<file path="config.mk">
export PLATFORM = sky130hd
export DESIGN_NAME = decodeStage
export DESIGN_NICKNAME = d
export VERILOG_FILES = /design/src/decodePkg.sv /design/src/controlGen.sv /design/src/decodeStage.sv /design/src/instrClassifier.sv
export SDC_FILE = /design/constraint.sdc
export NUM_CORES = 1
export LEC_CHECK = 0
export ABC_AREA = 1
export BUFFER_PORTS_ARGS = -buffer_cell sky130_fd_sc_hd__buf_2
export CAP_MARGIN = 20
export CORE_ASPECT_RATIO = 0.6
export CORE_MARGIN = 1
export CORE_UTILIZATION = 35
export CTS_BUF_LIST = sky130_fd_sc_hd__clkbuf_8
export CTS_CLUSTER_SIZE = 24
export DETAILED_ROUTE_END_ITERATION = 10
export MAX_ROUTING_LAYER = met4
export SYNTH_ARGS = -nofsm -noshare
export SYNTH_HDL_FRONTEND = slang
export SYNTH_HIERARCHICAL = 1
export SYNTH_SLANG_ARGS = --single-unit
</file>
<file path="constraint.sdc">
create_clock -name clk -period 2.2 [get_ports clk]
set_input_delay 0.44 -clock clk [delete_from_list [all_inputs] [get_ports clk]]
set_output_delay 0.44 -clock clk [all_outputs]
set_load 0.005 [all_outputs]
</file>
<file path="src/decodePkg.sv">
`default_nettype none

package decodePkg;

        ////////////////////////////////////////
        // Widths and fixed registers
        ////////////////////////////////////////
        localparam int InstrWidth   = 32;
        localparam int RegAddrWidth = 5;
        localparam int LinkReg      = 31;       // Target of bltzal, bgezal and jal

        // Opcodes
        localparam logic [5:0] opSpecial = 6'b000000;
        localparam logic [5:0] opRegImm  = 6'b000001;
        localparam logic [5:0] opJ       = 6'b000010;
        localparam logic [5:0] opJal     = 6'b000011;
        localparam logic [5:0] opBeq     = 6'b000100;
        localparam logic [5:0] opBne     = 6'b000101;
        localparam logic [5:0] opBlez    = 6'b000110;
        localparam logic [5:0] opBgtz    = 6'b000111;
        localparam logic [5:0] opAddi    = 6'b001000;
        localparam logic [5:0] opAddiu   = 6'b001001;
        localparam logic [5:0] opSlti    = 6'b001010;
        localparam logic [5:0] opSltiu   = 6'b001011;
        localparam logic [5:0] opAndi    = 6'b001100;
        localparam logic [5:0] opOri     = 6'b001101;
        localparam logic [5:0] opXori    = 6'b001110;
        localparam logic [5:0] opLui     = 6'b001111;

        // SPECIAL group funct codes
        localparam logic [5:0] functSll   = 6'b000000;
        localparam logic [5:0] functSrl   = 6'b000010;
        localparam logic [5:0] functSra   = 6'b000011;
        localparam logic [5:0] functSllv  = 6'b000100;
        localparam logic [5:0] functSrlv  = 6'b000110;
        localparam logic [5:0] functSrav  = 6'b000111;
        localparam logic [5:0] functJr    = 6'b001000;
        localparam logic [5:0] functJalr  = 6'b001001;
        localparam logic [5:0] functMfhi  = 6'b010000;
        localparam logic [5:0] functMthi  = 6'b010001;
        localparam logic [5:0] functMflo  = 6'b010010;
        localparam logic [5:0] functMtlo  = 6'b010011;
        localparam logic [5:0] functMult  = 6'b011000;
        localparam logic [5:0] functMultu = 6'b011001;
        localparam logic [5:0] functDiv   = 6'b011010;
        localparam logic [5:0] functDivu  = 6'b011011;
        localparam logic [5:0] functAdd   = 6'b100000;
        localparam logic [5:0] functAddu  = 6'b100001;
        localparam logic [5:0] functSub   = 6'b100010;
        localparam logic [5:0] functSubu  = 6'b100011;
        localparam logic [5:0] functAnd   = 6'b100100;
        localparam logic [5:0] functOr    = 6'b100101;
        localparam logic [5:0] functXor   = 6'b100110;
        localparam logic [5:0] functNor   = 6'b100111;
        localparam logic [5:0] functSlt   = 6'b101010;
        localparam logic [5:0] functSltu  = 6'b101011;

        // REGIMM group rt codes
        localparam logic [RegAddrWidth-1:0] rtBltz   = 5'b00000;
        localparam logic [RegAddrWidth-1:0] rtBgez   = 5'b00001;
        localparam logic [RegAddrWidth-1:0] rtBltzal = 5'b10000;
        localparam logic [RegAddrWidth-1:0] rtBgezal = 5'b10001;

        ////////////////////////////////////////
        // Instruction word views
        ////////////////////////////////////////
        typedef struct packed {
                logic [5:0]              opcode;
                logic [RegAddrWidth-1:0] rs;
                logic [RegAddrWidth-1:0] rt;
                logic [RegAddrWidth-1:0] rd;
                logic [4:0]              shamt;
                logic [5:0]              funct;
        } rFormatT;

        typedef struct packed {
                logic [5:0]              opcode;
                logic [RegAddrWidth-1:0] rs;
                logic [RegAddrWidth-1:0] rt;
                logic [InstrWidth/2-1:0] imm;
        } iFormatT;

        typedef struct packed {
                logic [5:0]            opcode;
                logic [InstrWidth-7:0] target;  // Word index inside the 256 MB region
        } jFormatT;

        typedef union packed {
                rFormatT r;
                iFormatT i;
                jFormatT j;
        } instrWordT;

        typedef enum logic [5:0] {
                kindInvalid,
                kindAdd, kindAddu, kindSub, kindSubu, kindSlt, kindSltu,
                kindAnd, kindOr, kindXor, kindNor,
                kindAddi, kindAddiu, kindSlti, kindSltiu,
                kindAndi, kindOri, kindXori, kindLui,
                kindSll, kindSrl, kindSra, kindSllv, kindSrlv, kindSrav,
                kindMult, kindMultu, kindDiv, kindDivu,
                kindMfhi, kindMflo, kindMthi, kindMtlo,
                kindBeq, kindBne, kindBlez, kindBgtz,
                kindBltz, kindBgez, kindBltzal, kindBgezal,
                kindJ, kindJal, kindJr, kindJalr
        } instrKindT;

        ////////////////////////////////////////
        // Control encodings
        ////////////////////////////////////////
        typedef enum logic [4:0] {
                aluAdd, aluAddu, aluSub, aluSubu, aluSlt, aluSltu,
                aluAnd, aluOr, aluXor, aluNor, aluLui,
                aluSll, aluSrl, aluSra,
                aluMult, aluMultu, aluDiv, aluDivu,
                aluNone
        } aluOpT;

        typedef enum logic {srcARegs, srcAShamt} srcAT;
        typedef enum logic {srcBRegs, srcBImm} srcBT;
        typedef enum logic [1:0] {extZero, extSign, extUpper} extOpT;
        typedef enum logic [1:0] {wbAluOut, wbLink, wbHiLo} wbSelT;
        typedef enum logic [1:0] {dstRd, dstRt, dstLink} dstSelT;
        typedef enum logic [1:0] {readRf, readHi, readLo} readSelT;
        typedef enum logic [2:0] {brEq, brNe, brLe, brGt, brLt, brGe, brReg} branchCodeT;

        typedef struct packed {
                logic rfEn;
                logic hiEn;
                logic loEn;
        } regsWrT;

        // Field order matches the hex layout of the case file
        typedef struct packed {
                aluOpT      aluOp;
                srcAT       srcA;
                srcBT       srcB;
                extOpT      extOp;
                wbSelT      wbSel;
                dstSelT     dstSel;
                readSelT    readSel;
                regsWrT     regsWr;
                logic       isBranch;
                branchCodeT branchCode;
                logic       isImmeJump;
                logic       invalid;
        } controlT;

endpackage

`default_nettype wire

</file>
<file path="src/controlGen.sv">
`timescale 1ns/1ps
`default_nettype none

module controlGen import decodePkg::*; (
        input  logic      clk,
        input  logic      reset,
        input  logic      instrValid,
        input  instrKindT kind,
        output logic      ctrlValid,
        output controlT   ctrl
);

        controlT ctrlNext;

        ////////////////////////////////////////
        // Kind to control bundle
        ////////////////////////////////////////
        always_comb begin
                ctrlNext = '{aluOp: aluNone, srcA: srcARegs, srcB: srcBRegs,
                             extOp: extZero, wbSel: wbAluOut, dstSel: dstRd,
                             readSel: readRf, regsWr: '0, isBranch: 1'b0,
                             branchCode: brEq, isImmeJump: 1'b0, invalid: 1'b0};

                // Per kind codes
                case (kind)
                        kindAdd, kindAddi:                     ctrlNext.aluOp = aluAdd;
                        kindAddu, kindAddiu, kindMthi, kindMtlo: ctrlNext.aluOp = aluAddu;
                        kindSub:                               ctrlNext.aluOp = aluSub;
                        kindSubu:                              ctrlNext.aluOp = aluSubu;
                        kindSlt, kindSlti:                     ctrlNext.aluOp = aluSlt;
                        kindSltu, kindSltiu:                   ctrlNext.aluOp = aluSltu;
                        kindAnd, kindAndi:                     ctrlNext.aluOp = aluAnd;
                        kindOr, kindOri:                       ctrlNext.aluOp = aluOr;
                        kindXor, kindXori:                     ctrlNext.aluOp = aluXor;
                        kindNor:                               ctrlNext.aluOp = aluNor;
                        kindLui:                               ctrlNext.aluOp = aluLui;
                        kindSll, kindSllv:                     ctrlNext.aluOp = aluSll;
                        kindSrl, kindSrlv:                     ctrlNext.aluOp = aluSrl;
                        kindSra, kindSrav:                     ctrlNext.aluOp = aluSra;
                        kindMult:                              ctrlNext.aluOp = aluMult;
                        kindMultu:                             ctrlNext.aluOp = aluMultu;
                        kindDiv:                               ctrlNext.aluOp = aluDiv;
                        kindDivu:                              ctrlNext.aluOp = aluDivu;
                        kindBeq:                               ctrlNext.branchCode = brEq;
                        kindBne:                               ctrlNext.branchCode = brNe;
                        kindBlez:                              ctrlNext.branchCode = brLe;
                        kindBgtz:                              ctrlNext.branchCode = brGt;
                        kindBltz, kindBltzal:                  ctrlNext.branchCode = brLt;
                        kindBgez, kindBgezal:                  ctrlNext.branchCode = brGe;
                        kindJr, kindJalr:                      ctrlNext.branchCode = brReg;
                        kindInvalid:                           ctrlNext.invalid = 1'b1;
                        default:                               ctrlNext.aluOp = aluNone;
                endcase

                // Immediate forms write rt
                if (kind inside {kindAddi, kindAddiu, kindSlti, kindSltiu,
                                 kindAndi, kindOri, kindXori, kindLui}) begin
                        ctrlNext.srcB   = srcBImm;
                        ctrlNext.dstSel = dstRt;
                end
                if (kind inside {kindAddi, kindAddiu, kindSlti, kindSltiu, kindBeq, kindBne,
                                 kindBlez, kindBgtz, kindBltz, kindBgez, kindBltzal,
                                 kindBgezal}) begin
                        ctrlNext.extOp = extSign;
                end
                if (kind == kindLui) begin
                        ctrlNext.extOp = extUpper;      // Imm into the top half
                end
                if (kind inside {kindSll, kindSrl, kindSra}) begin
                        ctrlNext.srcA = srcAShamt;
                end

                ////////////////////////////////////////
                // Write enables
                ////////////////////////////////////////
                ctrlNext.regsWr.rfEn = kind inside {kindAdd, kindAddu, kindSub, kindSubu,
                                kindSlt, kindSltu, kindAnd, kindOr, kindXor, kindNor,
                                kindAddi, kindAddiu, kindSlti, kindSltiu, kindAndi, kindOri,
                                kindXori, kindLui, kindSll, kindSrl, kindSra, kindSllv,
                                kindSrlv, kindSrav, kindMfhi, kindMflo, kindBltzal,
                                kindBgezal, kindJal, kindJalr};
                ctrlNext.regsWr.hiEn = kind inside {kindMult, kindMultu, kindDiv, kindDivu,
                                kindMthi};
                ctrlNext.regsWr.loEn = kind inside {kindMult, kindMultu, kindDiv, kindDivu,
                                kindMtlo};

                // HI/LO reads go out through write-back
                if (kind inside {kindMfhi, kindMflo}) begin
                        ctrlNext.wbSel   = wbHiLo;
                        ctrlNext.readSel = (kind == kindMfhi) ? readHi : readLo;
                end

                // Control transfer
                ctrlNext.isBranch   = kind inside {kindBeq, kindBne, kindBlez, kindBgtz,
                                kindBltz, kindBgez, kindBltzal, kindBgezal, kindJr, kindJalr};
                ctrlNext.isImmeJump = kind inside {kindJ, kindJal};
                if (kind inside {kindBltzal, kindBgezal, kindJal, kindJalr}) begin
                        ctrlNext.wbSel = wbLink;        // Return address
                end
                if (kind inside {kindBltzal, kindBgezal, kindJal}) begin
                        ctrlNext.dstSel = dstLink;      // jalr keeps rd
                end
        end

        ////////////////////////////////////////
        // Output register
        ////////////////////////////////////////
        always_ff @(posedge clk) begin
                if (reset) begin
                        ctrlValid <= 1'b0;
                        ctrl      <= '0;
                end else begin
                        ctrlValid <= instrValid;
                        if (instrValid) begin
                                ctrl <= ctrlNext;       // Hold during idle cycles
                        end
                end
        end

endmodule

`default_nettype wire

</file>
<file path="src/decodeStage.sv">
`timescale 1ns/1ps
`default_nettype none

module decodeStage import decodePkg::*; (
        input  logic      clk,
        input  logic      reset,
        input  logic      instrValid,
        input  instrWordT instr,
        output logic      ctrlValid,
        output controlT   ctrl
);

        instrKindT kind;        // Combinational kind into the table

        ////////////////////////////////////////
        // Classify then expand
        ////////////////////////////////////////
        instrClassifier i_instrClassifier (
                .instr (instr),
                .kind  (kind)
        );

        controlGen i_controlGen (
                .clk        (clk),
                .reset      (reset),
                .instrValid (instrValid),
                .kind       (kind),
                .ctrlValid  (ctrlValid),
                .ctrl       (ctrl)
        );

endmodule

`default_nettype wire

</file>
<file path="src/instrClassifier.sv">
`timescale 1ns/1ps
`default_nettype none

module instrClassifier import decodePkg::*; (
        input  instrWordT instr,
        output instrKindT kind
);

        ////////////////////////////////////////
        // Opcode group, then funct or rt
        ////////////////////////////////////////
        always_comb begin
                case (instr.r.opcode)
                        opSpecial: begin
                                case (instr.r.funct)
                                        functAdd:   kind = kindAdd;
                                        functAddu:  kind = kindAddu;
                                        functSub:   kind = kindSub;
                                        functSubu:  kind = kindSubu;
                                        functSlt:   kind = kindSlt;
                                        functSltu:  kind = kindSltu;
                                        functAnd:   kind = kindAnd;
                                        functOr:    kind = kindOr;
                                        functXor:   kind = kindXor;
                                        functNor:   kind = kindNor;
                                        functMult:  kind = kindMult;
                                        functMultu: kind = kindMultu;
                                        functDiv:   kind = kindDiv;
                                        functDivu:  kind = kindDivu;
                                        functMfhi:  kind = kindMfhi;
                                        functMflo:  kind = kindMflo;
                                        functMthi:  kind = kindMthi;
                                        functMtlo:  kind = kindMtlo;
                                        functJr:    kind = kindJr;
                                        functJalr:  kind = kindJalr;
                                        // Constant shifts need rs clear
                                        functSll:   kind = (instr.r.rs == '0) ? kindSll : kindInvalid;
                                        functSrl:   kind = (instr.r.rs == '0) ? kindSrl : kindInvalid;
                                        functSra:   kind = (instr.r.rs == '0) ? kindSra : kindInvalid;
                                        // Variable shifts need shamt clear
                                        functSllv:  kind = (instr.r.shamt == '0) ? kindSllv : kindInvalid;
                                        functSrlv:  kind = (instr.r.shamt == '0) ? kindSrlv : kindInvalid;
                                        functSrav:  kind = (instr.r.shamt == '0) ? kindSrav : kindInvalid;
                                        default:    kind = kindInvalid;   // Break, syscall and unknown
                                endcase
                        end

                        opRegImm: begin
                                case (instr.i.rt)
                                        rtBltz:   kind = kindBltz;
                                        rtBgez:   kind = kindBgez;
                                        rtBltzal: kind = kindBltzal;
                                        rtBgezal: kind = kindBgezal;
                                        default:  kind = kindInvalid;
                                endcase
                        end

                        opJ:     kind = kindJ;
                        opJal:   kind = kindJal;

                        opBeq:   kind = kindBeq;
                        opBne:   kind = kindBne;
                        opBlez:  kind = kindBlez;
                        opBgtz:  kind = kindBgtz;

                        opAddi:  kind = kindAddi;
                        opAddiu: kind = kindAddiu;
                        opSlti:  kind = kindSlti;
                        opSltiu: kind = kindSltiu;
                        opAndi:  kind = kindAndi;
                        opOri:   kind = kindOri;
                        opXori:  kind = kindXori;
                        opLui:   kind = kindLui;

                        default: kind = kindInvalid;        // Loads, stores, COP0 and the rest
                endcase
        end

endmodule

`default_nettype wire

</file>
[Yosys cells after proc, flatten, opt, wreduce, memory -nomap -nowiden]
Index checks and enable logic that the tools add are counted.
Operators by class
  equality and inequality tests: 87
  muxes and demuxes: 22
  reduce and logical (&&, ||, !) cells: 30
Operators with widths (count)
  $pmux 6 s26: 1
  $eq 6x5->1 const B: 24
  $eq 6x6->1 const B: 23
  $eq 6x4->1 const B: 18
  $pmux 6 s16: 1
  $pmux 5 s18: 1
  $eq 6x3->1 const B: 11
  $eq 6x2->1 const B: 6
  $mux 5: 6
  $reduce_bool 30->1: 1
  $pmux 6 s4: 1
  $reduce_or 2->1: 12
  $logic_not 6->1: 3
  $pmux 3 s6: 1
  $logic_not 5->1: 3
  $eq 6x1->1 const B: 2
  $mux 2: 6
  $reduce_bool 12->1: 1
  $eq 5x5->1 const B: 2
  $reduce_bool 10->1: 1
  $reduce_bool 5->1: 2
  $reduce_bool 8->1: 1
  $reduce_bool 3->1: 2
  $eq 5x1->1 const B: 1
  4 further kinds: 9
Storage, ports and cells
  bits in registers: 25
  output and inout bits: 25

[Longest topological paths before layout]
  depth in word-level cells: 8
  mapped depth: 21
  mapped depth without buffers: 20

[Modules after synthesis]
The synthesis kept the hierarchy.
Modules (own cells, without submodules)
  controlGen: cells each 261, sequential area each 500.5 µm², area an instance 1532.7 µm², instances 1
  instrClassifier: cells each 170, sequential area each 0.0 µm², area an instance 735.7 µm², instances 1

[Worst setup path before layout]
Ideal clock, no wire load.
  path kind: input -> register
  from: input instr[7] (netlist bit)
  to: register i_controlGen/ctrl[15] (netlist name)
  slack: -38 ps
  data required time: 2130 ps
  arrival time: 2168 ps
  path buffers: 1
  cell stages on the path: 17
  setup time: 70 ps
  cells stage by stage: or2_2 -> nor2_1 -> nand2_1 -> nand3_1 -> nor2_1 -> nand2_1 -> nand2_1 -> nand2_1 -> inv_1 -> nor2_2 -> buf_4 -> nand2_1 -> a21oi_1 -> nor2_1 -> nand2_1 -> nand2_1 -> a21oi_1
Between the ends
  cells in the longest elaborated chain, start to end: 8
  elaborated cells between the ends (all ways): 22
  those cells by class: eq/ne: 13; mux: 7; reduce/logical: 2
Ends and longest elaborated chain
  from (decl): line decodeStage.sv:8  | input instrWordT instr,
  $logic_not 5->1 *: line instrClassifier.sv:41, instrClassifier.sv:42
  $mux 5 (on tied branches): line instrClassifier.sv:42, instrClassifier.sv:41
  $pmux 6 s26 *: line instrClassifier.sv:15  | case (instr.r.funct)
  $pmux 6 s16 *: line instrClassifier.sv:13  | case (instr.r.opcode)
  via kind[2]: line decodeStage.sv:13  | instrKindT kind;
  $eq 6x4->1 / $eq 6x6->1 (equally long branches): line controlGen.sv:61  | if (kind inside {kindAddi, kindAddiu, kindSlti, kindSltiu, kindBeq, kindBne,
  $reduce_bool 12->1: line controlGen.sv:61
  $mux 1: line controlGen.sv:61
  $mux 2 *: line controlGen.sv:66  | if (kind == kindLui) begin
The timed path passes the listed nets; every way through them passes the cells marked *.
A chain may end at the register's enable or synchronous reset.

[Final worst setup path]
  from: input instr[2] (netlist bit)
  to: register i_controlGen/ctrl[23] (netlist name)
Between the ends
  cells in the longest elaborated chain, start to end: 6
  elaborated cells between the ends (all ways): 69
  those cells by class: eq/ne: 55; mux: 3; reduce/logical: 11
Ends and longest elaborated chain
  $eq 6x3->1 (tied with other cells): line instrClassifier.sv:15
  $pmux 6 s26 *: line instrClassifier.sv:15
  $pmux 6 s16 *: line instrClassifier.sv:13
  via kind[2]: line decodeStage.sv:13
  $eq 6x6->1 (tied with other cells): line controlGen.sv:25  | case (kind)
  $reduce_or 4->1 / $reduce_or 2->1 (equally long branches): line controlGen.sv:25
  $pmux 5 s18 *: line controlGen.sv:25
Marked as above.

==> flow_metrics.env <==
export IMPL_hold_viol=0
export IMPL_fp_coreArea_sq_um=6190
export IMPL_clkTransAtPathRegs_ps=90
export IMPL_fin_crit_sh_pct=101
export IMPL_drcViolationCount=0
export IMPL_die_w_um=106
export IMPL_crit_chain="buf_4, nor2_4, buf_6, nand3_2, nand2_1, inv_1, o21ai_1, nor2_2, nand2_1, nand2_2, nand2_4, inv_4, nand2_2, nor2_2, buf_4, nand2_2, nand2_2, nor2_2, nand2_1, nor2_2, nand2_1, a21oi_1"
export IMPL_cp_slowest_cell="nor2_4"
export IMPL_drive_above_1_share_pct=50.5
export IMPL_hold_depth=2
export IMPL_timing_hold_ws_ps=465
export IMPL_finalWirelength_um=8080
export IMPL_antenna_found_initial=0
export IMPL_crit_family="simple AND/OR/NAND/NOR gates"
export IMPL_start_util_pct=36.6
export IMPL_critPathMaxStageDelay_ps=160
export IMPL_synthFlopType="dfxtp_1"
export IMPL_r2r_end="i_controlGen/ctrl[20]$_SDFFE_PP0P_"
export IMPL_synth_top_cell_area_share_pct=23.2
export IMPL_failed_checks="setup timing"
export IMPL_start_kind="input pin"
export IMPL_rows=22
export IMPL_crit_buf_inv=5
export IMPL_reg2reg_depth=2
export IMPL_skew_ps=0
export IMPL_ys_types=25
export IMPL_endpoint_kind="register"
export IMPL_ir_drop_mv=0.221
export IMPL_die_h_um=64.4
export IMPL_report_final_slew_viol_count=0
export IMPL_max_slew_worst_pin_slew_ps=409
export IMPL_worst_slack_ps=-12.9
export IMPL_overflow=0
export IMPL_crit_type="input pin to register"
export IMPL_cts_htree_levels=1
export IMPL_dr_pass1_iters=5
export IMPL_critPathMaxFanout=5
export IMPL_cts_sinks=25
export IMPL_hold_class="register to register"
export IMPL_ctsHoldBuffers=0
export IMPL_synth_cells=431
export IMPL_netlist_area_sq_um=2270
export IMPL_worstPathArrival_ps=2420
export IMPL_max_clock_path_buffers=2
export IMPL_reg2reg_from="i_controlGen/ctrl[20]$_SDFFE_PP0P_"
export IMPL_ys_ff_latch=25
export IMPL_avgSynthCellArea_sq_um=5.26
export IMPL_rrSetupSlack_ps=1540
export IMPL_synth_common_cells="140 x nand2_1, 77 x nor2_1, 57 x nand3_1"
export IMPL_p_total_mw=1.26
export IMPL_vias_per_cell=4.92
export IMPL_nFillCells=581
export IMPL_area_delta_synth_final_pct=73.9
export IMPL_status="complete, but fails checks"
export IMPL_port_buffers=54
export IMPL_setup_viol=1
export IMPL_ys_seq_area_share_pct=22.1
export IMPL_grt_use_total_pct=22.9
export IMPL_dp_slack_ps=-451
export IMPL_first_global_vias=2622
export IMPL_powerDensity_nw_per_um2=318
export IMPL_period_needed_ps=2210
export IMPL_cts_buffers=3
export IMPL_die_area_sq_um=6820
export IMPL_fin_util_pct=63.7
export IMPL_hpwlAfterDp_um=5940
export IMPL_critPathLaunch="instr[2]"
export IMPL_cp_required_ps=2410
export IMPL_max_freq_ghz=0.452
export IMPL_synth_net_count=466
export IMPL_synth_edf_count=0
export IMPL_maxSlewHeadroom_pct=72.7
export IMPL_cts_root_buf="clkbuf_8"
export IMPL_boundaryPins=60
export IMPL_synth_top_area_cell="nand2_1"
export IMPL_place_area_sq_um=3080
export IMPL_wl_per_cell_um=12.7
export IMPL_first_iter_violations=209
export IMPL_antennaDiodeCount=0
export IMPL_fin_nets=588
export IMPL_design_area_sq_um=3950
export IMPL_worst_path_stages=22
export IMPL_maxCapViolCount=0
export IMPL_yosysMostFrequentCell="nand2_1"
export IMPL_p_leak_nw=1.96
export IMPL_ys_warn_count=6
export IMPL_num_vias=3132
export IMPL_grt_max_degree=25
export IMPL_cts_tree="yes"
export IMPL_grt_pass1_wl_um=12200
export IMPL_clock_latency_ps=270
export IMPL_rsz0062_at_grt="true"
export IMPL_place_gp_congestion=0.975
export IMPL_crit_end="i_controlGen/ctrl[23]$_SDFFE_PP0P_"
export IMPL_ys_async_sr_fraction_pct=0
export IMPL_ant_nets=0
export IMPL_synth_area_leaders="nand2_1 23%, dfxtp_1 22%, nor2_1 13%"
worst min path at each step:
| stage | from | slack [ps] | end |
|---|---|---|---|
| after global placement | i_controlGen/ctrl[2]$_SDFFE_PP0P_ | 450 | i_controlGen/ctrl[2]$_SDFFE_PP0P_ |
| final | i_controlGen/ctrl[22]$_SDFFE_PP0P_ | 470 | i_controlGen/ctrl[22]$_SDFFE_PP0P_ |
| after floorplan | i_controlGen/ctrl[11]$_SDFFE_PP0P_ | 460 | i_controlGen/ctrl[11]$_SDFFE_PP0P_ |
| after CTS | i_controlGen/ctrl[14]$_SDFFE_PP0P_ | 470 | i_controlGen/ctrl[14]$_SDFFE_PP0P_ |
| after detailed placement | i_controlGen/ctrl[14]$_SDFFE_PP0P_ | 450 | i_controlGen/ctrl[14]$_SDFFE_PP0P_ |
| after global routing | i_controlGen/ctrl[22]$_SDFFE_PP0P_ | 490 | i_controlGen/ctrl[22]$_SDFFE_PP0P_ |
cell type report:
class | instances | area [sq um] | share of cell area (%)
Clock inverter | 1 | 7.51 | 0.190
Inverter | 54 | 210 | 5.33
Clock buffer | 3 | 41.3 | 1.05
Sequential cell | 25 | 500 | 12.7
Timing Repair Buffer | 125 | 941 | 23.9
Tap cell | 84 | 105 | 2.66
Multi-Input combinational cell | 344 | 2140 | 54.2
cells by family (layout without fill, tap and decap cells):
kind of cell / after synthesis / count (layout) / synth area share (%)
buffers and inverters: 63 / 183 / 11.0
and+or+nand+nor: 294 / 295 / 55.1
AOI/OAI and AO/OA: 49 / 49 / 11.9
DFF: 25 / 25 / 22.1
worst reg2reg max path, cell delays in order (launching register included):
cell and delay (ps):
dfxtp_1 320, o21ai_0 190, a21oi_2 40
state kept, by name, indices dropped and copies added, names as in the netlist:
register / count
i_controlGen/ctrl: 24
i_controlGen/ctrlValid: 1
metal layers:
metal | track usage [%] | part of all wire, % | vias up
met3 | 4.08 | 6.7 | 3
li1 | - | - | 1618
met5 | - | 0 | -
met2 | 30.3 | 41 | 94
met4 | 1.74 | 0.17 | 0
met1 | 36.2 | 52 | 1417
cell usage in the layout, fill, tap and decap left out, types with 10 or more instances in the layout:
| cell | Yosys | layout |
|---|---|---|
| nand3_1 | 57 | 40 |
| nor2_2 | 6 | 22 |
| nor2_4 | 3 | 26 |
| nand3_2 | 0 | 10 |
| nand2_2 | 3 | 36 |
| nand2_4 | 0 | 11 |
| nand2_1 | 140 | 96 |
| nor2_1 | 77 | 39 |
| buf_4 | 3 | 55 |
| inv_2 | 2 | 16 |
| dfxtp_1 | 25 | 25 |
| inv_1 | 51 | 34 |
| a21oi_1 | 21 | 12 |
| buf_6 | 0 | 16 |
| buf_2 | 1 | 48 |
report_power, final:
part | leakage, nW | switching [mW] | internal, mW
clock | 0.0217 | 0.155 | 0.129
sequential | 0.204 | 0.00742 | 0.470
combinational | 1.74 | 0.285 | 0.210
timing repair:
item                       in CTS  in global routing
pin swaps                       4                 61
gates resized for setup        36                175
setup buffers                   3                  5
cloned                          0                  2
setup endpoints to repair      14                 20
per-stage QoR:
step / instances / setup TNS [ps]
3_3_place_gp: 623 / -7570
5_1_grt: 636 / -970
2_1_floorplan: 431 / 0
6_report: 636 / -12.9
4_1_cts: 630 / 0
3_5_place_dp: 623 / -7590
Note: power is estimated with default switching activity, not from simulation.
